### config.mk
export PLATFORM = sky130hd
export DESIGN_NAME = eeprom_ctrl_flat
export DESIGN_NICKNAME = d
export VERILOG_FILES = /design/src/eeprom_pkg.sv /design/src/byte_if.sv /design/src/eeprom_ctrl.sv /design/src/flat_wrapper.sv
export VERILOG_INCLUDE_DIRS = /design/src /design/src/include
export SDC_FILE = /design/constraint.sdc
export NUM_CORES = 1
export LEC_CHECK = 0
export BUFFER_PORTS_ARGS = -buffer_cell sky130_fd_sc_hd__buf_2
export CORE_MARGIN = 3
export CORE_UTILIZATION = 52
export DETAILED_ROUTE_END_ITERATION = 7
export GPL_ROUTABILITY_DRIVEN = 0
export PLACE_DENSITY = 0.83
export SETUP_SLACK_MARGIN = 0.2
export SLEW_MARGIN = 5
export SYNTH_ARGS = -nofsm -noshare
export SYNTH_HDL_FRONTEND = slang
export SYNTH_SLANG_ARGS = --single-unit
### constraint.sdc
create_clock -name sda -period 3.1 [get_ports sda]
set_input_delay 0.775 -clock sda [delete_from_list [all_inputs] [get_ports sda]]
set_output_delay 0.775 -clock sda [all_outputs]
set_load 0.02 [all_outputs]
### src/include/eeprom_params.svh
`ifndef EEPROM_PARAMS_SVH
`define EEPROM_PARAMS_SVH

// 8 blocks of 256 bytes.
`define EE_DEPTH 2048

// block bits plus word address.
`define EE_AW 11

// device type code in the control byte.
`define EE_DEV_CODE 4'b1010

`endif
### src/eeprom_pkg.sv
package eeprom_pkg;

    typedef enum logic [2:0] {
        st_idle       = 3'd0,
        st_get_addr   = 3'd1,
        st_write_data = 3'd2,
        st_read_data  = 3'd3,
        st_ignore     = 3'd4
    } ctrl_state_t;

    // fields of the control byte, msb first on the wire.
    typedef struct packed {
        logic [3:0] dev;
        logic [2:0] block;
        logic       rw;     // 1 selects a read.
    } ctrl_view_t;

    typedef union packed {
        logic [7:0] data;
        ctrl_view_t ctrl;
    } rx_byte_t;

endpackage

### src/byte_if.sv
`timescale 1ns/1ns

interface byte_if import eeprom_pkg::*; ();
    logic       rx_valid;   // one pulse per received byte.
    rx_byte_t   rx_byte;
    logic       rx_first;   // first byte after a start.
    logic       tx_next;    // master acked, next read byte needed.
    logic       bus_stop;
    logic       ack_en;
    logic       tx_mode;
    logic [7:0] tx_data;

    modport link (output rx_valid, rx_byte, rx_first, tx_next, bus_stop,
                  input ack_en, tx_mode, tx_data);

    modport ctrl (input rx_valid, rx_byte, rx_first, tx_next, bus_stop,
                  output ack_en, tx_mode, tx_data);

    modport chk (input rx_valid, rx_byte, rx_first, tx_next, bus_stop,
                 input ack_en, tx_mode, tx_data);
endinterface

### src/eeprom_ctrl.sv
`timescale 1ns/1ns
`include "eeprom_params.svh"

module eeprom_ctrl import eeprom_pkg::*;
(
    input  logic              sda,
    input  logic              rst_n,
    byte_if.ctrl              bus,
    output logic              mem_we,
    output logic [`EE_AW-1:0] mem_addr,
    output logic [7:0]        mem_wdata,
    input  logic [7:0]        mem_rdata
);
    ctrl_state_t state;
    logic [2:0]  blk;
    logic        dev_ok;
    logic        rd_start;
    logic        rd_fetch;

    assign dev_ok   = (bus.rx_byte.ctrl.dev == `EE_DEV_CODE);
    assign rd_start = bus.rx_valid && bus.rx_first && dev_ok && bus.rx_byte.ctrl.rw;
    assign rd_fetch = rd_start || bus.tx_next;     // latch a byte, then step past it.

    always_ff @(posedge sda)
    begin
        if (!rst_n)
        begin
            state       <= st_idle;
            bus.ack_en  <= 1'b0;
            bus.tx_mode <= 1'b0;
            mem_we      <= 1'b0;
            mem_addr    <= '0;
        end
        else
        begin
            mem_we <= 1'b0;
            if (mem_we || rd_fetch)
                mem_addr <= mem_addr + 1'b1;    // wraps at the top.
            if (bus.bus_stop)
            begin
                state       <= st_idle;
                bus.ack_en  <= 1'b0;
                bus.tx_mode <= 1'b0;
            end
            else if (bus.rx_valid)
            begin
                if (bus.rx_first)
                begin
                    if (!dev_ok)
                    begin
                        state       <= st_ignore;
                        bus.ack_en  <= 1'b0;
                        bus.tx_mode <= 1'b0;
                    end
                    else if (bus.rx_byte.ctrl.rw)
                    begin
                        state       <= st_read_data;
                        bus.ack_en  <= 1'b1;
                        bus.tx_mode <= 1'b1;
                    end
                    else
                    begin
                        state       <= st_get_addr;
                        bus.ack_en  <= 1'b1;
                        bus.tx_mode <= 1'b0;
                    end
                end
                else
                begin
                    case (state)
                        st_get_addr:
                        begin
                            mem_addr <= {blk, bus.rx_byte.data};
                            state    <= st_write_data;
                        end
                        st_write_data:
                            mem_we <= 1'b1;
                        default:
                        begin
                        end
                    endcase
                end
            end
        end
    end

    always_ff @(posedge sda)
    begin
        if (bus.rx_valid && bus.rx_first)
            blk <= bus.rx_byte.ctrl.block;
        if (bus.rx_valid)
            mem_wdata <= bus.rx_byte.data;
        if (rd_fetch)
            bus.tx_data <= mem_rdata;
    end

endmodule

### src/flat_wrapper.sv
// flat-port wrapper written by rule: the top's interface ports become plain ports
module eeprom_ctrl_flat import eeprom_pkg::*;
  (sda, rst_n, mem_we, mem_addr, mem_wdata, mem_rdata, bus_rx_valid, bus_rx_byte, bus_rx_first, bus_tx_next, bus_bus_stop, bus_ack_en, bus_tx_mode, bus_tx_data);
  byte_if bus_i ();
  input  logic sda;
  input  logic rst_n;
  output logic mem_we;
  output logic [`EE_AW-1:0] mem_addr;
  output logic [7:0] mem_wdata;
  input  logic [7:0] mem_rdata;
  input wire logic [$bits(bus_i.rx_valid)-1:0] bus_rx_valid;
  input wire logic [$bits(bus_i.rx_byte)-1:0] bus_rx_byte;
  input wire logic [$bits(bus_i.rx_first)-1:0] bus_rx_first;
  input wire logic [$bits(bus_i.tx_next)-1:0] bus_tx_next;
  input wire logic [$bits(bus_i.bus_stop)-1:0] bus_bus_stop;
  output wire logic [$bits(bus_i.ack_en)-1:0] bus_ack_en;
  output wire logic [$bits(bus_i.tx_mode)-1:0] bus_tx_mode;
  output wire logic [$bits(bus_i.tx_data)-1:0] bus_tx_data;
  assign bus_i.rx_valid = bus_rx_valid;
  assign bus_i.rx_byte = bus_rx_byte;
  assign bus_i.rx_first = bus_rx_first;
  assign bus_i.tx_next = bus_tx_next;
  assign bus_i.bus_stop = bus_bus_stop;
  assign bus_ack_en = bus_i.ack_en;
  assign bus_tx_mode = bus_i.tx_mode;
  assign bus_tx_data = bus_i.tx_data;
  eeprom_ctrl u_core (.sda(sda), .rst_n(rst_n), .bus(bus_i), .mem_we(mem_we), .mem_addr(mem_addr), .mem_wdata(mem_wdata), .mem_rdata(mem_rdata));
endmodule
==> metrics.cfg, run 1 <==
[global_route]
grt-ovfl-total = 0
grtUsageTotal_pct = 21.30
grt_start_max_net_pins = 21
grt_pass1_vias = 1200
grt_first_pass_wirelength_um = 5388
grt_antenna_before_repair = 0

[sta]
finalCritPeriodShare_pct = 67.59
skew_ps = 10.57
slew_viol_final = 0
worst_slew_pin_slew_ps = 718.5
tns_ps = 0
setup_viol = 0
min_period_ps = 2095
rsz0062_at_grt = no
fin_hold_ws_ps = 489.8
hold_viol = 0
relSlewSlack_pct = 52.10
fmax_ghz = 0.4772

[worst_setup_path]
startpoint_type = primary input
r2r_setup_slack_ps = 1370
reg2regPathDepth = 4
r2r-end = u_core.mem_addr[9]
critical_path_class = primary input to flip-flop
worst_r2r_startpoint = u_core.state[0]
crit_fanout = 20
critPathCaptureType = flip-flop
worstPathArrival_ps = 2370
cp.required_ps = 3370

[clock_tree]
cts.htree.levels = 2
postCtsResizedCells = 0
path_clk_slew_ps = 110
cts_buffers = 5
root_buffer = clkbuf_4
ctsLongestPathBuffers = 2
cts_tree = yes
cts_setup_buffers = 0
clk_latency_ps = 340
postCtsHoldBufs = 0
clock_sinks = 36

[floorplan]
die-area_mm2 = 0.003512
rows = 18
initial_core_util_pct = 56.96
die_y_um = 59.26
io_pins = 52
die_w_um = 59.26
core_mm2 = 0.002590

[routing]
via_per_inst = 6.039
antenna_left = 0
drc_errors = 0
drt_iter0_markers = 57
via_count = 1250
drt_first_pass_iters = 4
finalWirelength_um = 3419
routedWlPerCell_um = 16.52

[synth]
yosysWarnings = 0
ys_seq_area_share_pct = 61.75
synth_area_mm2 = 0.001475
ys.flop_type = edfxtp_1
syn_nets = 142
synth_edf_count = 19
synth-seq-cells = 36
netlist_instances = 119
syn_avg_cell_area_um2 = 12.40
synth_cell_types = 33
synthArstFlopShare_pct = 0

[cells_and_area]
antennaDiodeCount = 0
fin_nets = 199
final_util_pct = 70.77
area_growth_syn_to_layout_pct = 24.26
drive_gt1_share_pct = 35.59

[worst_hold_path]
hp-class = flip-flop to flip-flop
hold_path_startpoint = u_core.bus.tx_mode
holdPathEnd = u_core.bus.tx_mode
min_delay_path_depth = 2

[flow_run]
maxCapViolations = 0

[pwr]
p_leak_nw = 0.8101
irDropWorstVdd_v = 0.0004853
power.density_mw_per_mm2 = 526.5
total_power_w = 0.0009651

[outcome]
outcome = finished, final reports clean

[place]
portBuffers = 51
dpl.hpwl_um = 2523

## metal layers
layer	part of all wire (%)	routed length (um)	global-route usage, %
met4	3.6	123	10.36
met3	7.3	249	9.150
met5	0	0	0
met2	50	1696	34.63
met1	39	1349	23.77
## synth_stat cells (all sizes together) (2+ instances only)
library cell	number	area [um^2]
nor3b	3	22.52
buf	2	22.52
nor2	8	30.03
inv	4	15.01
or3b	2	17.52
nor4	5	31.28
nand2	6	22.52
nand3	6	30.03
o21ai	4	23.77
nand4	2	12.51
nor3	5	25.02
o211a	4	40.04
dfxtp	17	340.3
a221o	4	40.04
o311a	4	40.04
a21oi	6	30.03
edfxtp	19	570.6
a211o	4	35.03
## power breakdown
part           leakage (nW)  total [W]  switching, W  internal (W)
Clock                0.0412   0.000329      0.000161      0.000168
Combinational         0.447  0.0000998     0.0000658     0.0000339
Sequential            0.322   0.000537    0.00000955      0.000527
## kinds of logic (layout without fill, tap and decap cells)
family,Yosys count,after routing,synth area share (%)
buf+inv,6,64,2.544
flops,36,36,61.75
mux,1,1,0.6786
xor+xnor,1,1,0.5938
compound gates,32,32,17.56
fa+ha+maj,1,1,0.8480
simple gates,42,42,16.03
## layout make-up
type	count	area (um^2)
Sequential cell	36	910.9
Fill cell	197	757.0
Multi-Input combinational cell	77	526.8
Timing Repair Buffer	52	262.8
Clock inverter	3	42.54
Clock buffer	5	37.54
Tap cell	30	37.54
Inverter	4	15.01
## metrics by stage
step	worst slack, ps	area [um^2]	cells
6_report	1005	1833	207
2_1_floorplan	1040	1475	119
5_1_grt	904.0	1833	207
3_3_place_gp	733.6	1753	199
3_5_place_dp	637.5	1753	199
4_1_cts	1015	1833	207
## registers in the layout, indices dropped and copies added (netlist names)
signal              flops
u_core.mem_addr        11
u_core.blk              3
u_core.mem_we           1
u_core.bus.ack_en       1
u_core.mem_wdata        8
u_core.bus.tx_data      8
u_core.state            3
u_core.bus.tx_mode      1
## layout by cell type (no fill, tap or decap), drive strengths merged, types with 2 or more instances in the layout
| cell | count |
|---|---|
| nor3 | 5 |
| nor4 | 5 |
| nand4 | 2 |
| nor3b | 3 |
| buf | 52 |
| nand2 | 6 |
| o211a | 4 |
| nor2 | 8 |
| or3b | 2 |
| inv | 4 |
| dfxtp | 17 |
| o21ai | 4 |
| clkbuf | 5 |
| edfxtp | 19 |
| a21oi | 6 |
| a221o | 4 |
| nand3 | 6 |
| o311a | 4 |
| a211o | 4 |
## worst max-delay path by stage
| stage | end | startpoint |
|---|---|---|
| floorplan | u_core.mem_addr[9] | bus_rx_byte[4] |
| global placement | u_core.mem_addr[10] | bus_rx_valid |
| detailed placement | u_core.mem_addr[6] | bus_rx_valid |
| CTS | u_core.mem_addr[10] | bus_rx_valid |
| global route | u_core.mem_addr[10] | bus_rx_valid |
| finish | u_core.mem_addr[10] | bus_rx_valid |
## critical path, cell delays in order
cell and delay (ps):
buf_2 230, nand2_1 140, inv_1 200, a311oi_2 120
buf_4 220, or4_1 510, a31oi_1 160
Power figures use the tool's default switching activity.
==> run 2, diff against run 1 <==
- ABC_AREA: default -> 1
- CORE_UTILIZATION: 52 -> 45
- PLACE_DENSITY: 0.83 -> 0.75
- clock period: 3.1 -> 1.8 ns (I/O delays scaled with it)
==> run 2 against run 1 <==
  * Non-clock buffer count rose by 2
  * Die area rose by 24%
  * Sequential share of layout area fell by 3.8 points
  * Power rose by 57%
  * Flip-flop and latch count did not move
  * Combinational power rose by 77%
  * Area after synthesis rose by 9.6%
  * Hold slack got worse by 210 ps
  * Global-route usage fell by 4.1 points
  * Clock power rose by 28%
  * Clock skew fell by 6.7 ps
  * Sequential power rose by 71%
  * Critical path type is now flip-flop to primary output
==> metrics.cfg, run 2 <==
[outcome]
outcome = finished, final reports clean

[worst_setup_path]
critical_path_class = flip-flop to primary output
cp.required_ps = 1350
cp_num_buf_inv = 1
path_cells = buf_2
cpPeakStageDelay_ps = 440
startpoint_type = flip-flop
worst_r2r_startpoint = u_core.mem_addr[0]
slowest_stage = dfxtp_1
cpLargestDelayFamily = flip-flops
critPathCaptureType = primary output
r2r-end = u_core.mem_addr[8]
reg2regPathDepth = 10
worstPathArrival_ps = 990
r2r_setup_slack_ps = 370
crit_fanout = 6

[routing]
via_count = 1384
finalWirelength_um = 3267
drt_first_pass_iters = 4
antenna_left = 0
drt_iter0_markers = 49
drc_errors = 0
routedWlPerCell_um = 11.30
via_per_inst = 4.789

[cells_and_area]
largest_reg_flops = 11
drive_gt1_share_pct = 28.81
antennaDiodeCount = 0
final_area_mm2 = 0.001987
area_growth_syn_to_layout_pct = 22.91
fin_cells = 289
fin_nets = 265
layout_commonest_cell = buf_2
final_cell_mix = buf_2, nand2_1, inv_1
largestRegisters = u_core.mem_addr: 11 flops, u_core.bus.tx_data: 8 flops, u_core.mem_wdata: 8 flops
top_register = u_core.mem_addr

[floorplan]
core_mm2 = 0.003390
io_pins = 52
rows = 21
die_w_um = 65.94
die_y_um = 65.94
initial_core_util_pct = 47.69
die-area_mm2 = 0.004347

[synth]
yosys-top-cells-count = nand2_1, inv_1, edfxtp_1
ys_seq_area_share_pct = 56.35
yosys-top-cells-area = edfxtp_1, dfxtp_1, nand2_1
yosysWarnings = 0
netlist_instances = 184
synth_cell_types = 22
synth-seq-cells = 36
syn_avg_cell_area_um2 = 8.786
synth_top_area_share_pct = 35.29
yosysTopAreaCell = edfxtp_1
syn_nets = 207
synthArstFlopShare_pct = 0
ys.flop_type = edfxtp_1
synth_most_common_cell = nand2_1
synth_edf_count = 19
synth_area_mm2 = 0.001617

[pwr]
p_leak_nw = 0.9272
power.density_mw_per_mm2 = 763.6
irDropWorstVdd_v = 0.0005888

[clock_tree]
cts_buffers = 5
path_clk_slew_ps = 110
postCtsHoldBufs = 0
cts.htree.levels = 2
postCtsResizedCells = 0
clock_sinks = 36
root_buffer = clkbuf_4
clk_latency_ps = 340
cts_tree = yes
ctsLongestPathBuffers = 2
cts_setup_buffers = 0

[sta]
tns_ps = 0
rsz0062_at_grt = no
fin_ws_ps = 362.2
skew_ps = 3.844
setup_viol = 0
min_period_ps = 1438
worst_slew_pin_slew_ps = 370.7
slew_viol_final = 0
relSlewSlack_pct = 75.19
finalCritPeriodShare_pct = 79.88
hold_viol = 0
fmax_ghz = 0.6955

[global_route]
grt.busiest_layer = met2
grt_start_max_net_pins = 19
grtUsageTotal_pct = 17.24
grt_pass1_vias = 1266
grt_first_pass_wirelength_um = 5637
use_met2_pct = 27.53
grt_use_met1_pct = 21.44
grt_use_met3_pct = 5.782
grt_antenna_before_repair = 0
grt-ovfl-total = 0

[place]
post_dp_cell_area_mm2 = 0.001928
post-place-cells = 281
dpl.hpwl_um = 2478
dp_slack_ps = 136.3
portBuffers = 51

[worst_hold_path]
holdPathEnd = u_core.bus.tx_data[4]
hold_path_startpoint = mem_rdata[4]
min_delay_path_depth = 1
hp-class = primary input to flip-flop

[flow_run]
maxCapViolations = 0

[run 2: cell count changes after synthesis, moves of 4 or more]
| cell | before | now |
|---|---|---|
| a211o_1 | 4 | 0 |
| nor4_1 | 5 | 1 |
| a221o_1 | 4 | 0 |
| nand3_1 | 6 | 10 |
| nand2_1 | 6 | 44 |
| nand4_1 | 2 | 6 |
| o21ai_0 | 3 | 14 |
| a21oi_1 | 6 | 15 |
| inv_1 | 4 | 30 |
| o311a_1 | 4 | 0 |
| o211a_1 | 4 | 0 |
[run 2: cells by family after synthesis]
group / synth area share [%]
compound gates: 8.978
fa+ha+maj: 0.7739
buf+inv: 8.823
flops: 56.35
simple gates: 25.08
[run 2: report_power, final]
group	total [W]	switching [W]	leakage (nW)	internal, W
Combinational	0.000177	0.000117	0.580	0.0000599
Sequential	0.000917	0.0000108	0.322	0.000907
Clock	0.000422	0.000275	0.0249	0.000147
Total	0.00152	0.000404	0.927	0.00111
[run 2: final cells by class]
cell class	count	area, um^2
fillers	314	1403
flip-flops and latches	36	910.9
multi-input cells	114	565.5
repair buffers	54	277.8
inverters	31	118.9
well taps	46	57.56
clock buffers	5	37.54
clock inverters	3	18.77
[run 2: how the worst max path moves through the flow]
stage / from / endpoint / cells after the start
5_1_grt: u_core.mem_addr[0] / u_core.mem_addr[7] / 10
6_report: u_core.mem_addr[7] / mem_addr[7] / 1
3_3_place_gp: bus_rx_first / u_core.mem_addr[5] / 7
4_1_cts: u_core.state[2] / u_core.mem_addr[5] / 4
2_1_floorplan: u_core.mem_addr[0] / u_core.mem_addr[8] / 10
3_5_place_dp: bus_rx_valid / u_core.mem_addr[2] / 7
[run 2: through the flow]
step / power, W / hold slack [ps] / util [%]
final: 0.001517 / 278.7 / 58.62
after global routing: 0.001597 / 240.2 / 58.62
after CTS: 0.001531 / 259.7 / 58.55
after detailed placement: 0.001115 / 436.5 / 56.88
after global placement: 0.001113 / 450.5 / 56.88
after floorplan: 0.001036 / 415.9 / -
[run 2: per-layer routing]
metal,up-vias,wire [um]
li1,725,-
met1,613,1505
met2,41,1468
met3,5,237
met4,0,55
met5,-,0
==> run 3, diff against run 2 <==
- CORE_UTILIZATION: 45 -> 50
- PLACE_DENSITY: 0.75 -> 0.79
- clock period: 1.8 -> 1.5 ns (I/O delays scaled with it)
==> run 3 against run 2 <==
  * Setup slack lost 180 ps
  * Flip-flop and latch count unchanged
  * Sequential share of layout area down 2.5 points
  * Critical path type unchanged
  * Critical endpoint is now mem_addr[8]
==> metrics.cfg, run 3 (synthesized netlist as in run 2, its figures left out) <==
[clock_tree]
cts_buffers = 5
cts.htree.levels = 2
postCtsHoldBufs = 0
cts_tree = yes
ctsLongestPathBuffers = 2
clock_sinks = 36
root_buffer = clkbuf_4
clk_latency_ps = 340
path_clk_slew_ps = 100

[place]
dpl.hpwl_um = 2672
portBuffers = 51

[worst_setup_path]
cp_num_buf_inv = 1
cp.required_ps = 1120
startpoint_type = flip-flop
cpLargestDelayFamily = flip-flops
critPathCaptureType = primary output
crit_fanout = 5
cpPeakStageDelay_ps = 410
critical_path_class = flip-flop to primary output
slowest_stage = dfxtp_1
path_cells = buf_2
worstPathArrival_ps = 950

[routing]
via_count = 1466
drt_first_pass_iters = 4
drt_iter0_markers = 78
finalWirelength_um = 3956
antenna_left = 0
via_per_inst = 4.986
routedWlPerCell_um = 13.46
drc_errors = 0

[outcome]
outcome = finished, final reports clean

[floorplan]
io_pins = 52
die_w_um = 62.86
die-area_mm2 = 0.003951
initial_core_util_pct = 52.52
rows = 20
core_mm2 = 0.003078
die_y_um = 62.86

[cells_and_area]
layout_commonest_cell = buf_2
multiInputGateArea_um2 = 629.4
largest_reg_flops = 11
top_register = u_core.mem_addr
largestRegisters = u_core.mem_addr: 11 flops, u_core.bus.tx_data: 8 flops, u_core.mem_wdata: 8 flops
final_cell_mix = buf_2, nand2_1, inv_1
nFillCells = 263
regArea_um2 = 943.4
final_util_pct = 70.69
area_growth_syn_to_layout_pct = 34.60
antennaDiodeCount = 0
drive_gt1_share_pct = 37.60
fin_nets = 272

[sta]
skew_ps = 6.032
tns_ps = 0
fin_hold_ws_ps = 201.5
fmax_ghz = 0.7567
slew_viol_final = 0
relSlewSlack_pct = 77.70
hold_viol = 0
min_period_ps = 1322
finalCritPeriodShare_pct = 88.10
worst_slew_pin_slew_ps = 333.7
setup_viol = 0
rsz0062_at_grt = yes

[pwr]
power.density_mw_per_mm2 = 919.6
total_power_w = 0.002001
p_leak_nw = 0.9911
irDropWorstVdd_v = 0.0006773

[global_route]
grt_first_pass_wirelength_um = 5692
grt-ovfl-total = 0
grt_pass1_vias = 1251
grtUsageTotal_pct = 18.42
grt_antenna_before_repair = 0
grt_start_max_net_pins = 17

[flow_run]
maxCapViolations = 0

[worst_hold_path]
hp-class = primary input to flip-flop

run 3: cell types whose count changed in the layout (fill, tap and decap cells not counted), moves of 4 or more:
cell,change
buf_2,-6
buf_4,+8
buf_6,+4
dfxtp_1,-10
dfxtp_4,+8
o21ai_0,-5
o21ai_1,+5
run 3: power breakdown:
| part | switching (W) | internal (W) |
|---|---|---|
| clock network | 0.000325 | 0.000349 |
| registers | 0.0000221 | 0.00108 |
| logic | 0.000143 | 0.0000849 |
run 3: cell type report:
class / instances / area share [%]
clock inverters: 2 / 1.610
repair buffers: 60 / 16.22
flip-flops and latches: 36 / 43.36
well taps: 44 / 2.530
clock buffers: 6 / 1.898
multi-input cells: 115 / 28.92
inverters: 31 / 5.463
run 3: through the flow:
step | worst slack, ps | instances | instance area, um^2
global route | 50.75 | 294 | 2176
floorplan | 193.8 | 184 | 1638
detailed placement | 6.403 | 282 | 1969
global placement | 52.22 | 282 | 1969
CTS | 157.8 | 290 | 2064
finish | 178.5 | 294 | 2176
run 3: worst paths after layout:
check / from / end / slack, ps / cells past startpoint
worst max-delay path: u_core.mem_addr[8] / mem_addr[8] / 180 / 1
worst min register to register: u_core.state[0] / u_core.state[0] / 470 / 2
worst max register to register: u_core.mem_addr[1] / u_core.mem_addr[8] / 180 / 10
worst min-delay path: mem_rdata[7] / u_core.bus.tx_data[7] / 200 / 1
run 3: routing by layer:
metal | vias up | share of wire (%) | wire length (um) | global-route usage (%)
met5 | - | 0 | 0 | 0
met4 | 0 | 2.4 | 93 | 6.612
met3 | 9 | 3.9 | 155 | 5.576
met2 | 30 | 53 | 2107 | 31.09
met1 | 690 | 40 | 1600 | 22.02
li1 | 737 | - | - | -
run 3: what timing repair did:
item | 4_1_cts | 5_1_grt
cloned | 0 | 1
setup endpoints to repair | 20 | 26
gates resized for setup | 9 | 30
endpoints found under the hold margin | 0 | 0
buffers inserted | 0 | 3
pin swaps | 2 | 6
