$ cat src/include/eeprom_params.svh
`ifndef EEPROM_PARAMS_SVH
`define EEPROM_PARAMS_SVH

// 8 blocks of 256 bytes.
`define EE_DEPTH 2048

// block bits plus word address.
`define EE_AW 11

// device type code in the control byte.
`define EE_DEV_CODE 4'b1010

`endif
$ cat src/eeprom_pkg.sv
package eeprom_pkg;

    typedef enum logic [2:0] {
        st_idle       = 3'd0,
        st_get_addr   = 3'd1,
        st_write_data = 3'd2,
        st_read_data  = 3'd3,
        st_ignore     = 3'd4
    } ctrl_state_t;

    // fields of the control byte, msb first on the wire.
    typedef struct packed {
        logic [3:0] dev;
        logic [2:0] block;
        logic       rw;     // 1 selects a read.
    } ctrl_view_t;

    typedef union packed {
        logic [7:0] data;
        ctrl_view_t ctrl;
    } rx_byte_t;

endpackage

$ cat src/byte_if.sv
`timescale 1ns/1ns

interface byte_if import eeprom_pkg::*; ();
    logic       rx_valid;   // one pulse per received byte.
    rx_byte_t   rx_byte;
    logic       rx_first;   // first byte after a start.
    logic       tx_next;    // master acked, next read byte needed.
    logic       bus_stop;
    logic       ack_en;
    logic       tx_mode;
    logic [7:0] tx_data;

    modport link (output rx_valid, rx_byte, rx_first, tx_next, bus_stop,
                  input ack_en, tx_mode, tx_data);

    modport ctrl (input rx_valid, rx_byte, rx_first, tx_next, bus_stop,
                  output ack_en, tx_mode, tx_data);

    modport chk (input rx_valid, rx_byte, rx_first, tx_next, bus_stop,
                 input ack_en, tx_mode, tx_data);
endinterface

$ cat src/i2c_link.sv
`timescale 1ns/1ns

module i2c_link
(
    input  logic sda,
    input  logic rst_n,
    input  logic scl,
    input  logic sdio_in,
    output logic sdio_oe,
    byte_if.link bus
);
    localparam logic [2:0] ph_idle   = 3'd0;
    localparam logic [2:0] ph_rx     = 3'd1;
    localparam logic [2:0] ph_rx_ack = 3'd2;
    localparam logic [2:0] ph_tx     = 3'd3;
    localparam logic [2:0] ph_tx_ack = 3'd4;

    logic       scl_meta, scl_s, scl_d;
    logic       sdio_meta, sdio_s, sdio_d;
    logic       scl_rise, scl_fall;
    logic       start_cond, stop_cond;
    logic       rx_shift, tx_shift, tx_load;
    logic [2:0] phase;
    logic [3:0] bit_cnt;
    logic       first;
    logic [7:0] shift;

    assign scl_rise   = scl_s & ~scl_d;
    assign scl_fall   = ~scl_s & scl_d;
    assign start_cond = scl_s & scl_d & sdio_d & ~sdio_s;   // sdio falls, scl high.
    assign stop_cond  = scl_s & scl_d & ~sdio_d & sdio_s;   // sdio rises, scl high.

    assign rx_shift = (phase == ph_rx) && scl_rise && (bit_cnt != 4'd8);
    assign tx_shift = (phase == ph_tx) && scl_fall && (bit_cnt != 4'd8);
    assign tx_load  = scl_fall && (((phase == ph_rx_ack) && bus.tx_mode) ||
                                   (phase == ph_tx_ack));

    always_ff @(posedge sda)
    begin
        if (!rst_n)
        begin
            scl_meta     <= 1'b1;
            scl_s        <= 1'b1;
            scl_d        <= 1'b1;
            sdio_meta    <= 1'b1;
            sdio_s       <= 1'b1;
            sdio_d       <= 1'b1;
            phase        <= ph_idle;
            bit_cnt      <= 4'd0;
            first        <= 1'b0;
            sdio_oe      <= 1'b0;
            bus.rx_valid <= 1'b0;
            bus.rx_first <= 1'b0;
            bus.tx_next  <= 1'b0;
            bus.bus_stop <= 1'b0;
        end
        else
        begin
            scl_meta     <= scl;
            scl_s        <= scl_meta;
            scl_d        <= scl_s;
            sdio_meta    <= sdio_in;
            sdio_s       <= sdio_meta;
            sdio_d       <= sdio_s;
            bus.rx_valid <= 1'b0;
            bus.tx_next  <= 1'b0;
            bus.bus_stop <= 1'b0;
            if (stop_cond)
            begin
                phase        <= ph_idle;
                sdio_oe      <= 1'b0;
                bus.bus_stop <= 1'b1;
            end
            else if (start_cond)
            begin
                phase   <= ph_rx;       // also a repeated start.
                bit_cnt <= 4'd0;
                first   <= 1'b1;
                sdio_oe <= 1'b0;
            end
            else
            begin
                case (phase)
                    ph_rx:
                    begin
                        if (rx_shift)
                        begin
                            bit_cnt <= bit_cnt + 4'd1;
                            if (bit_cnt == 4'd7)
                            begin
                                bus.rx_valid <= 1'b1;
                                bus.rx_first <= first;
                                first        <= 1'b0;
                            end
                        end
                        else if (scl_fall && bit_cnt == 4'd8)
                        begin
                            phase   <= ph_rx_ack;
                            sdio_oe <= bus.ack_en;
                        end
                    end
                    ph_rx_ack:
                    begin
                        if (scl_fall)
                        begin
                            bit_cnt <= 4'd0;
                            if (bus.tx_mode)
                            begin
                                phase   <= ph_tx;
                                sdio_oe <= ~bus.tx_data[7];     // first read bit.
                            end
                            else
                            begin
                                phase   <= ph_rx;
                                sdio_oe <= 1'b0;
                            end
                        end
                    end
                    ph_tx:
                    begin
                        if (scl_rise)
                            bit_cnt <= bit_cnt + 4'd1;
                        else if (scl_fall)
                        begin
                            if (bit_cnt == 4'd8)
                            begin
                                phase   <= ph_tx_ack;
                                sdio_oe <= 1'b0;        // master owns the ack slot.
                            end
                            else
                                sdio_oe <= ~shift[6];
                        end
                    end
                    ph_tx_ack:
                    begin
                        if (scl_rise)
                        begin
                            if (!sdio_s)
                                bus.tx_next <= 1'b1;
                            else
                                phase <= ph_idle;       // nack ends the read.
                        end
                        else if (scl_fall)
                        begin
                            phase   <= ph_tx;
                            bit_cnt <= 4'd0;
                            sdio_oe <= ~bus.tx_data[7];
                        end
                    end
                    default:
                    begin
                    end
                endcase
            end
        end
    end

    always_ff @(posedge sda)
    begin
        if (tx_load)
            shift <= bus.tx_data;
        else if (tx_shift)
            shift <= {shift[6:0], 1'b0};
        else if (rx_shift)
            shift <= {shift[6:0], sdio_s};
        if (rx_shift && bit_cnt == 4'd7)
            bus.rx_byte.data <= {shift[6:0], sdio_s};
    end

endmodule

$ cat src/flat_wrapper.sv
// flat-port wrapper written by rule: the top's interface ports become plain ports
module i2c_link_flat 
  (sda, rst_n, scl, sdio_in, sdio_oe, bus_rx_valid, bus_rx_byte, bus_rx_first, bus_tx_next, bus_bus_stop, bus_ack_en, bus_tx_mode, bus_tx_data);
  byte_if bus_i ();
  input  logic sda;
  input  logic rst_n;
  input  logic scl;
  input  logic sdio_in;
  output logic sdio_oe;
  output wire logic [$bits(bus_i.rx_valid)-1:0] bus_rx_valid;
  output wire logic [$bits(bus_i.rx_byte)-1:0] bus_rx_byte;
  output wire logic [$bits(bus_i.rx_first)-1:0] bus_rx_first;
  output wire logic [$bits(bus_i.tx_next)-1:0] bus_tx_next;
  output wire logic [$bits(bus_i.bus_stop)-1:0] bus_bus_stop;
  input wire logic [$bits(bus_i.ack_en)-1:0] bus_ack_en;
  input wire logic [$bits(bus_i.tx_mode)-1:0] bus_tx_mode;
  input wire logic [$bits(bus_i.tx_data)-1:0] bus_tx_data;
  assign bus_rx_valid = bus_i.rx_valid;
  assign bus_rx_byte = bus_i.rx_byte;
  assign bus_rx_first = bus_i.rx_first;
  assign bus_tx_next = bus_i.tx_next;
  assign bus_bus_stop = bus_i.bus_stop;
  assign bus_i.ack_en = bus_ack_en;
  assign bus_i.tx_mode = bus_tx_mode;
  assign bus_i.tx_data = bus_tx_data;
  i2c_link u_core (.sda(sda), .rst_n(rst_n), .scl(scl), .sdio_in(sdio_in), .sdio_oe(sdio_oe), .bus(bus_i));
endmodule
$ cat config.mk
export PLATFORM = sky130hd
export DESIGN_NAME = i2c_link_flat
export DESIGN_NICKNAME = d
export VERILOG_FILES = /design/src/include/eeprom_params.svh /design/src/eeprom_pkg.sv /design/src/byte_if.sv /design/src/i2c_link.sv /design/src/flat_wrapper.sv
export SDC_FILE = /design/constraint.sdc
export NUM_CORES = 1
export LEC_CHECK = 0
export BUFFER_PORTS_ARGS = -buffer_cell sky130_fd_sc_hd__buf_2
export CAP_MARGIN = 20
export CORE_MARGIN = 4
export CORE_UTILIZATION = 55
export CTS_CLUSTER_DIAMETER = 40
export CTS_CLUSTER_SIZE = 10
export DETAILED_ROUTE_END_ITERATION = 10
export PLACE_DENSITY = 0.79
export SETUP_SLACK_MARGIN = 0.4
export SLEW_MARGIN = 20
export SYNTH_ARGS = -nofsm -noshare
export SYNTH_HDL_FRONTEND = slang
export SYNTH_SLANG_ARGS = --single-unit
$ cat constraint.sdc
create_clock -name sda -period 2.53 [get_ports sda]
set_clock_uncertainty 0.1 [all_clocks]
set_input_delay 0.506 -clock sda [delete_from_list [all_inputs] [get_ports sda]]
set_output_delay 0.506 -clock sda [all_outputs]
set_load 0.03 [all_outputs]
==> results of run 1 <==
[kinds of logic after synthesis]
group / count (synthesis) / synth area share
flops: 34 / 0.510
buf+inv: 18 / 0.0461
compound gates: 37 / 0.154
mux: 10 / 0.0661
fa+ha+maj: 5 / 0.0384
simple gates: 51 / 0.175
xor+xnor: 2 / 0.0108
[flip-flops by register name, summed over array words and instances, names as in the netlist]
register,flops
u_core.scl_d,1
u_core.sdio_meta,1
u_core.bus.rx_valid,1
u_core.bus.bus_stop,1
u_core.phase,3
u_core.bus.rx_byte,8
u_core.sdio_oe,1
u_core.scl_meta,1
u_core.sdio_s,1
u_core.shift,7
u_core.bit_cnt,4
u_core.bus.rx_first,1
u_core.bus.tx_next,1
u_core.first,1
u_core.scl_s,1
u_core.sdio_d,1
[cells in the final DEF (no fill, tap or decap), types with 2 or more instances in the layout]
| cell type | Yosys | routed |
|---|---|---|
| buf_4 | 1 | 5 |
| a21boi_0 | 2 | 2 |
| nand3b_1 | 3 | 3 |
| nand2_1 | 15 | 15 |
| a21oi_1 | 6 | 6 |
| o21ai_0 | 9 | 9 |
| buf_2 | 3 | 26 |
| edfxtp_1 | 15 | 15 |
| nand2b_1 | 9 | 9 |
| o211ai_1 | 2 | 2 |
| ha_1 | 5 | 4 |
| nor2b_1 | 7 | 7 |
| nor2_1 | 6 | 6 |
| mux2_2 | 6 | 6 |
| a22o_1 | 3 | 3 |
| a31oi_1 | 2 | 2 |
| and2_1 | 3 | 3 |
| dfxtp_1 | 19 | 18 |
| clkbuf_4 | 0 | 5 |
| o31ai_1 | 3 | 2 |
| inv_1 | 9 | 9 |
| mux2i_1 | 4 | 4 |
[power by group]
part | internal (W) | switching, W | leakage [nW]
clock | 0.000103 | 0.000186 | 0.0286
combinational | 0.0000370 | 0.0000480 | 0.427
sequential | 0.000577 | 0.00000490 | 0.289
[metal layers]
metal	wire length, um	share of wire	track usage
met5	0	0	0
met4	57	0.017	0.0771
met3	230	0.070	0.0737
met2	1600	0.49	0.289
met1	1380	0.42	0.217
[cell usage after synthesis, drive strengths merged (2+ instances only)]
cell | count | area [sq um]
a21oi | 6 | 30.0
a22o | 3 | 26.3
mux2 | 6 | 67.6
buf | 4 | 22.5
a31oi | 2 | 12.5
a21boi | 2 | 15.0
clkbuf | 4 | 15.0
edfxtp | 15 | 450
o31ai | 3 | 22.5
o21ai | 9 | 45.0
o211ai | 2 | 15.0
nand2 | 15 | 56.3
mux2i | 4 | 40.0
nand3b | 3 | 22.5
nand2b | 9 | 56.3
dfxtp | 19 | 380
and2 | 3 | 18.8
nor2b | 7 | 43.8
nor2 | 6 | 22.5
ha | 5 | 62.6
inv | 10 | 37.5
[final cells by class]
cell class | instances | area share
flip-flops and latches | 34 | 0.447
well taps | 31 | 0.0208
clock inverters | 3 | 0.00874
clock buffers | 5 | 0.0202
repair buffers | 31 | 0.0901
multi-input cells | 105 | 0.393
inverters | 10 | 0.0202
[worst paths after layout]
| path | slack (ns) | startpoint | cells past startpoint | end |
|---|---|---|---|---|
| worst max-delay path | 0.54 | u_core.scl_d | 7 | u_core.bus.rx_first |
| worst max register to register | 0.54 | u_core.scl_d | 7 | u_core.bus.rx_first |
| worst min register to register | 0.33 | u_core.scl_meta | 1 | u_core.scl_s |
| worst min-delay path | 0.24 | scl | 2 | u_core.scl_meta |
[what timing repair did]
| action | in CTS | in global routing |
|---|---|---|
| hold endpoints to repair | 0 | 0 |
| gates resized for setup | 1 | 2 |
| setup buffers | 0 | 0 |
| endpoints found under the setup margin | 7 | 15 |
[through the flow]
| stage | worst slack, ns | cells | total power [W] | hold WS, ns | util |
|---|---|---|---|---|---|
| after floorplan | 0.499 | 157 | 0.000648 | 0.286 | - |
| after global placement | 0.468 | 211 | 0.000675 | 0.292 | 0.641 |
| after detailed placement | 0.385 | 211 | 0.000677 | 0.297 | 0.641 |
| after CTS | 0.429 | 219 | 0.000961 | 0.231 | 0.662 |
| after global routing | 0.391 | 219 | 0.00100 | 0.238 | 0.663 |
| final | 0.540 | 219 | 0.000956 | 0.239 | 0.663 |
==> reports/results.ini, run 1 <==
[clock_tree]
cts.clk_slew.worst_paths_ns=0.09
clk_path_buf_depth=2
tritoncts=yes
cts_sinks=34
postCtsHoldBufs=0
cts_inserted_buffers=5
insertion_delay_ns=0.35
clock-root-buffer=clkbuf_4
htreeDepth=2

[drt]
vias=1265
via_per_inst=5.78
first_pass_iters=6
wire_per_inst_um=14.9
drtIter0Drc=65
drt_wl_total_mm=3.27
drc=0
postRouteAntennaNets=0

[place]
portBuffers=26
dpl_cell_area_sq_um=1800
globalplace.congestion=0.837
hpwl_mm=2.46

[global_route]
overflow=0
grt_pass1_vias=1219
grt_max_degree=16
grt_antenna_before_repair=0
grt_pass1_wl_mm=5.58
grt_usage=0.182

[pwr]
power_leakage_nw=0.745
powerDensity_nw_per_um2=514
ir_worst_vdd_uv=490

[logic_synthesis]
ys_types=43
netlist_instances=157
synth-seq-cells=34
ys.flop_type=dfxtp_1
synth_nets=176
mappedNetlistArea_sq_um=1630
synth_edf_count=15
ys_warn_count=0
synthArstFlopShare=0
ys_seq_area_frac=0.510
avgSynthCellArea_sq_um=10.4

[floorplan]
rows=19
ioPinCount=27
dieArea_sq_um=3900
start_util=0.581
die_y_um=62.4
die_w_um=62.4
core_sq_um=2810

[setup_path]
arrival_ns=2.13
critPathMaxFanout=7
cp.required_ns=2.67
crit_slowest_cell=or4_4
path_class=register to register
crit_chain=inv_1 -> ha_2 -> inv_2 -> or4_4 -> nor3b_2 -> mux2i_1 -> nor2b_1
end_kind=register
worst_setup_path_start_kind=register
crit_buf_inv=2
slowest_delay_ns=0.56
cp_top_family=simple AND/OR/NAND/NOR gates

[cells_and_area]
final_nets=206
antenna_cells=0
multi_input_area_sq_um=731
seqCellArea_sq_um=832
syn_to_final_growth_pct=14.2
fillers=227
layout-drive-gt1-share=0.266
fin_area_sq_um=1860

[sta]
fmax_ghz=0.502
drv_slew=0
setup_viol=0
tns_ns=0
finalCriticalPeriod_ns=1.99
max-slew-margin-rel=0.578
final-hold-violation-count=0
min_period_over_period=0.787
max_slew.worst_pin.slew_ns=0.629
rsz0062_at_grt=yes

[flow_run]
cap_viol_max_count=0

[status]
status=complete, no violations

[worst_hold_path]
hp-class=input port to register

No activity file was read; power rests on OpenSTA's default activity.
==> run 2, diff against run 1 <==
==> constraint.sdc (replaced) <==
create_clock -name sda -period 1.85 [get_ports sda]
set_clock_uncertainty 0.1 [all_clocks]
set_input_delay 0.37 -clock sda [delete_from_list [all_inputs] [get_ports sda]]
set_output_delay 0.37 -clock sda [all_outputs]
set_load 0.03 [all_outputs]
==> run 2 against run 1 <==
Effect of this change: the flow now finishes with violations (setup timing); global-route usage is 3.4 points higher; largest power group unchanged; largest cell class is now multi-input combinational cells; routed wire length is 30% higher; critical endpoint is now u_core.bit_cnt[1]; cell area increased by 27%.
==> reports/results.ini, run 2 (synthesis gave the netlist of run 1 again) <==
[drt]
vias=1442  ; +14%
via_per_inst=5.93  ; +2.7%
wire_per_inst_um=17.5  ; +17%
drc=0  ; unchanged
drt_wl_total_mm=4.26  ; +30%
dr_wl_met2_mm=2.08  ; +30%
postRouteAntennaNets=0  ; unchanged
wl_met1_mm=1.75  ; +27%
first_pass_iters=4  ; -2
wl_met3_um=291  ; +27%
highest_layer=met4
drtIter0Drc=76  ; +17%

[worst_hold_path]
hp-start=sdio_in
hold_path_end=u_core.sdio_meta
hp-class=input port to register
hold_depth=2  ; unchanged

[cells_and_area]
regMostFlops=u_core.bus.rx_byte
fin_area_sq_um=2370  ; +27%
largest_reg_flops=8  ; unchanged
antenna_cells=0  ; unchanged
layout-drive-gt1-share=0.538  ; +0.272
syn_to_final_growth_pct=45.5
layout_common_cells=26 x buf_2, 23 x buf_4, 15 x edfxtp_1
final_common_cell=buf_2
final_nets=230  ; +12%
post-route-util=0.845  ; +0.182
top_regs=u_core.bus.rx_byte x8, u_core.shift x7, u_core.bit_cnt x4

[clock_tree]
htreeDepth=2  ; unchanged
cts_sinks=34  ; unchanged
cts_inserted_buffers=5  ; unchanged
clk_path_buf_depth=2  ; unchanged
insertion_delay_ns=0.35  ; about the same
tritoncts=yes
clock-root-buffer=clkbuf_4
cts.clk_slew.worst_paths_ns=0.11  ; +0.02 ns
postCtsHoldBufs=0  ; unchanged

[global_route]
grt_max_degree=16  ; unchanged
grt_antenna_before_repair=0  ; unchanged
grt_pass1_vias=1398  ; +15%
grt_usage=0.215  ; +0.0336
overflow=0  ; unchanged
grt_pass1_wl_mm=6.67  ; +20%

[setup_path]
worstReg2RegEnd=u_core.bit_cnt[1]
r2r_start=u_core.scl_d
worst_setup_path_start_kind=register
crit_chain=inv_2 -> ha_4 -> buf_12 -> nor4b_4 -> o2bb2ai_4 -> o211ai_1 -> a21oi_1 -> mux2i_1
critPathMaxFanout=3  ; -4
cp.required_ns=2.03  ; -0.64 ns
end_kind=register
slowest_delay_ns=0.36  ; -0.20 ns
r2r_cells=8  ; +1
reg2reg_slack_ns=-0.04  ; -0.58 ns
path_class=register to register
crit_slowest_cell=dfxtp_2
arrival_ns=2.08  ; -0.05 ns

[sta]
max-slew-margin-rel=0.701  ; +0.123
max_slew.worst_pin.slew_ns=0.447  ; -0.182 ns
setup_ws_ns=-0.0444  ; -0.584 ns
min_period_over_period=1.02  ; +0.237
rsz0062_at_grt=yes
setup_viol=2  ; +2
fmax_ghz=0.528  ; +5.1%
finalCriticalPeriod_ns=1.89  ; -0.0959 ns
final-hold-violation-count=0  ; unchanged
drv_slew=0  ; unchanged

[floorplan]
core_sq_um=2810  ; unchanged
rows=19  ; unchanged
die_y_um=62.4  ; unchanged
dieArea_sq_um=3900  ; unchanged
ioPinCount=27  ; unchanged
start_util=0.581  ; unchanged
die_w_um=62.4  ; unchanged

[place]
place_ws_ns=-0.0351  ; -0.420 ns
portBuffers=26  ; unchanged
dpl_cell_area_sq_um=1940  ; +7.9%
globalplace.congestion=0.853  ; +2.0%
hpwl_mm=2.64  ; +7.7%

[status]
violations=setup timing
status=finished, violations left

[pwr]
power_leakage_nw=0.935  ; +26%
powerDensity_nw_per_um2=600  ; +17%
ir_worst_vdd_uv=555  ; +13%

[flow_run]
cap_viol_max_count=0  ; unchanged

==> run 2: routing by layer <==
| metal | vias to the layer above | global-route usage |
|---|---|---|
| met5 | - | 0 |
| met4 | 0 | 0.0826 |
| met3 | 13 | 0.0629 |
| met2 | 71 | 0.370 |
| met1 | 683 | 0.252 |
| li1 | 675 | - |
==> run 2: what timing repair did <==
| action | 4_1_cts | 5_1_grt |
|---|---|---|
| setup endpoints to repair | 33 | 33 |
| gates resized for setup | 32 | 23 |
| pin swaps | 16 | 16 |
| buffers inserted | 12 | 7 |
==> run 2: layout make-up <==
cell class	instances	area (sq um)
inverter	10	46.3
tap	31	38.8
clock buffer	6	51.3
timing repair buffer	55	379
multi-input combinational	105	992
clock inverter	2	12.5
sequential	34	850
fill	152	435
==> run 2: worst max path at each step <==
stage                             to              start  slack [ns]
3_3_place_gp   u_core.bus.rx_byte[3]  u_core.bit_cnt[0]       0.009
4_1_cts          u_core.bus.rx_first       u_core.scl_d        0.03
2_1_floorplan        u_core.shift[1]    u_core.phase[1]        0.12
5_1_grt            u_core.bit_cnt[1]       u_core.scl_d       -0.13
6_report           u_core.bit_cnt[1]       u_core.scl_d       -0.04
3_5_place_dp   u_core.bus.rx_byte[7]  u_core.bit_cnt[0]       -0.04
==> run 2: metrics by stage <==
stage | hold WS (ns) | setup TNS [ns] | instances | power [W]
6_report | 0.0936 | -0.0687 | 243 | 0.00142
3_5_place_dp | 0.292 | -0.472 | 216 | 0.000945
3_3_place_gp | 0.291 | 0 | 216 | 0.000941
2_1_floorplan | 0.286 | 0 | 157 | 0.000902
4_1_cts | 0.0915 | 0 | 236 | 0.00140
5_1_grt | 0.0776 | -0.425 | 243 | 0.00148
==> run 2: critical path: cells and delay by family, from the launching register on <==
family          cells  cell delay, ns
compound gates      3            0.50
flops               1            0.36
simple gates        1            0.35
mux                 1            0.18
fa+ha+maj           1            0.17
buf+inv             2            0.17
==> run 2: where the power goes <==
| part | internal [W] | leakage (nW) | switching (W) |
|---|---|---|---|
| Sequential | 0.000784 | 0.292 | 0.0000103 |
| Clock | 0.000182 | 0.0343 | 0.000263 |
| Combinational | 0.0000862 | 0.609 | 0.0000951 |
| Total | 0.00105 | 0.935 | 0.000368 |
==> run 3, diff against run 2 <==
--- a/config.mk
+++ b/config.mk
@@ -8,11 +8,12 @@
 export BUFFER_PORTS_ARGS = -buffer_cell sky130_fd_sc_hd__buf_2
 export CAP_MARGIN = 20
 export CORE_MARGIN = 4
-export CORE_UTILIZATION = 55
+export CORE_UTILIZATION = 57
+export CTS_BUF_LIST = sky130_fd_sc_hd__clkbuf_4 sky130_fd_sc_hd__clkbuf_8
 export CTS_CLUSTER_DIAMETER = 40
 export CTS_CLUSTER_SIZE = 10
 export DETAILED_ROUTE_END_ITERATION = 10
-export PLACE_DENSITY = 0.79
+export PLACE_DENSITY = 0.82
 export SETUP_SLACK_MARGIN = 0.4
 export SLEW_MARGIN = 20
 export SYNTH_ARGS = -nofsm -noshare
==> run 3 against run 2 <==
Effect of this change: global-route usage up 5.8 points; first-iteration DRC count down 6.6%; die area down 3.1%; worst hold slack better by 0.017 ns; the flow still finishes with violations (setup timing); routed wire length up 17%; sequential share of layout area down 0.28 points; cell area up 0.79%; worst setup slack worse by 0.025 ns; clock-buffer cell count up 1; sequential power about the same; highest routed layer unchanged; non-clock buffer count up 1.
==> reports/results.ini, run 3 (synthesis gave the netlist of run 1 again) <==
[cells_and_area]
layout-drive-gt1-share=0.531  ; -0.00722
final_nets=231  ; +0.43%
top_regs=u_core.bus.rx_byte x8, u_core.shift x7, u_core.bit_cnt x4
largest_reg_flops=8  ; unchanged
antenna_cells=0  ; unchanged
stdcell_count=244  ; +0.41%
syn_to_final_growth_pct=46.6
regMostFlops=u_core.bus.rx_byte
fin_area_sq_um=2390  ; +0.79%
final_common_cell=buf_2
layout_common_cells=26 x buf_2, 21 x buf_4, 15 x edfxtp_1

[sta]
setup_viol=1  ; -1
drv_slew=0  ; unchanged
setup_ws_ns=-0.0691  ; -0.0248 ns
tns_ns=-0.0691  ; -0.000388 ns
finalCriticalPeriod_ns=1.92  ; +0.0248 ns
final-hold-violation-count=0  ; unchanged
min_period_over_period=1.04  ; +0.0134
max_slew.worst_pin.slew_ns=0.387  ; -0.0605 ns
fmax_ghz=0.521  ; -1.3%
max-slew-margin-rel=0.736  ; +0.0344
rsz0062_at_grt=yes

[pwr]
ir_worst_vdd_uv=677  ; +22%
powerDensity_nw_per_um2=657  ; +9.6%
power_leakage_nw=0.937  ; +0.19%

[setup_path]
critPathMaxFanout=4  ; +1
arrival_ns=2.05  ; -0.03 ns
end_kind=register
cp.required_ns=1.98  ; -0.05 ns
worst_setup_path_start_kind=register
path_class=register to register

[global_route]
grt_max_degree=16  ; unchanged
grt_pass1_vias=1454  ; +4.0%
overflow=0  ; unchanged
grt_pass1_wl_mm=7.13  ; +7.0%
grt_usage=0.273  ; +0.0578
grt_antenna_before_repair=0  ; unchanged

[worst_hold_path]
hp-class=input port to register

[floorplan]
ioPinCount=27  ; unchanged
dieArea_sq_um=3780  ; -3.1%
die_w_um=61.5  ; -1.5%
start_util=0.596  ; +0.0151
die_y_um=61.5  ; -1.5%
core_sq_um=2730  ; -2.5%
rows=19  ; unchanged

[clock_tree]
clock-root-buffer=clkbuf_4
htreeDepth=2  ; unchanged
insertion_delay_ns=0.34  ; about the same
cts_inserted_buffers=5  ; unchanged
cts_sinks=34  ; unchanged
tritoncts=yes
clk_path_buf_depth=2  ; unchanged
cts.clk_slew.worst_paths_ns=0.10  ; about the same

[drt]
drtIter0Drc=71  ; -6.6%
drt_wl_total_mm=4.99  ; +17%
via_per_inst=6.04  ; +1.7%
drc=0  ; unchanged
first_pass_iters=5  ; +1
postRouteAntennaNets=0  ; unchanged
vias=1473  ; +2.1%
wire_per_inst_um=20.4  ; +17%

[place]
hpwl_mm=2.75  ; +4.1%
place_ws_ns=-0.0783  ; -0.0432 ns
dp_cells=216  ; unchanged
portBuffers=26  ; unchanged
dpl_cell_area_sq_um=1940  ; unchanged
globalplace.congestion=0.859  ; +0.74%

[flow_run]
cap_viol_max_count=0  ; unchanged

[status]
status=finished, violations left
violations=setup timing

run 3: changes by cell type in the layout (fill, tap and decap cells not counted), sizes merged:
| cell | change |
|---|---|
| clkinv | -1 |
| buf | +1 |
| bufinv | +1 |
| clkbuf | +1 |
| clkinvlp | -1 |
run 3: layout make-up:
cell class	count	area, sq um
sequential	34	850
clock inverter	1	30.0
clock buffer	7	58.8
tap	31	38.8
multi-input combinational	105	976
timing repair buffer	56	389
inverter	10	46.3
fill	113	345
run 3: timing repair:
action,CTS,global route
hold buffers,0,0
pin swaps,14,15
setup buffers,14,6
resized for setup,35,18
setup endpoints to repair,32,33
endpoints found under the hold margin,0,0
run 3: final timing paths:
| check | slack [ns] | cells past startpoint | endpoint | start |
|---|---|---|---|---|
| max | -0.07 | 7 | u_core.bus.rx_first | u_core.scl_d |
| min | 0.11 | 2 | u_core.sdio_meta | sdio_in |
| max reg2reg | -0.07 | 7 | u_core.bus.rx_first | u_core.scl_d |
| min reg2reg | 0.32 | 1 | u_core.sdio_s | u_core.sdio_meta |
run 3: per-layer routing:
layer	wire, um	up-vias	part of all wire	global-route usage
met5	0	-	0	0
met4	264	0	0.053	0.203
met3	447	25	0.090	0.0860
met2	2500	99	0.50	0.443
met1	1770	679	0.36	0.298
li1	-	670	-	-
run 3: critical path, stage by stage, from the launching register on:
cell and delay [ns]:
dfxtp_4 0.36, inv_2 0.06, ha_4 0.14, inv_4 0.03, or4_4 0.55, nor3b_4 0.24, mux2i_1 0.25, nor2b_1 0.09
run 3: stage by stage:
stage | total power, W | util | hold WS [ns]
after global routing | 0.00162 | 0.874 | 0.111
after detailed placement | 0.000945 | 0.710 | 0.294
after CTS | 0.00155 | 0.836 | 0.0955
final | 0.00157 | 0.874 | 0.111
after global placement | 0.000941 | 0.710 | 0.291
after floorplan | 0.000902 | - | 0.286
run 3: power by group:
group / switching (W) / internal [W] / total [W]
clock network: 0.000255 / 0.000337 / 0.000592
logic: 0.0000983 / 0.0000834 / 0.000182
registers: 0.0000111 / 0.000784 / 0.000795
total: 0.000364 / 0.00120 / 0.00157
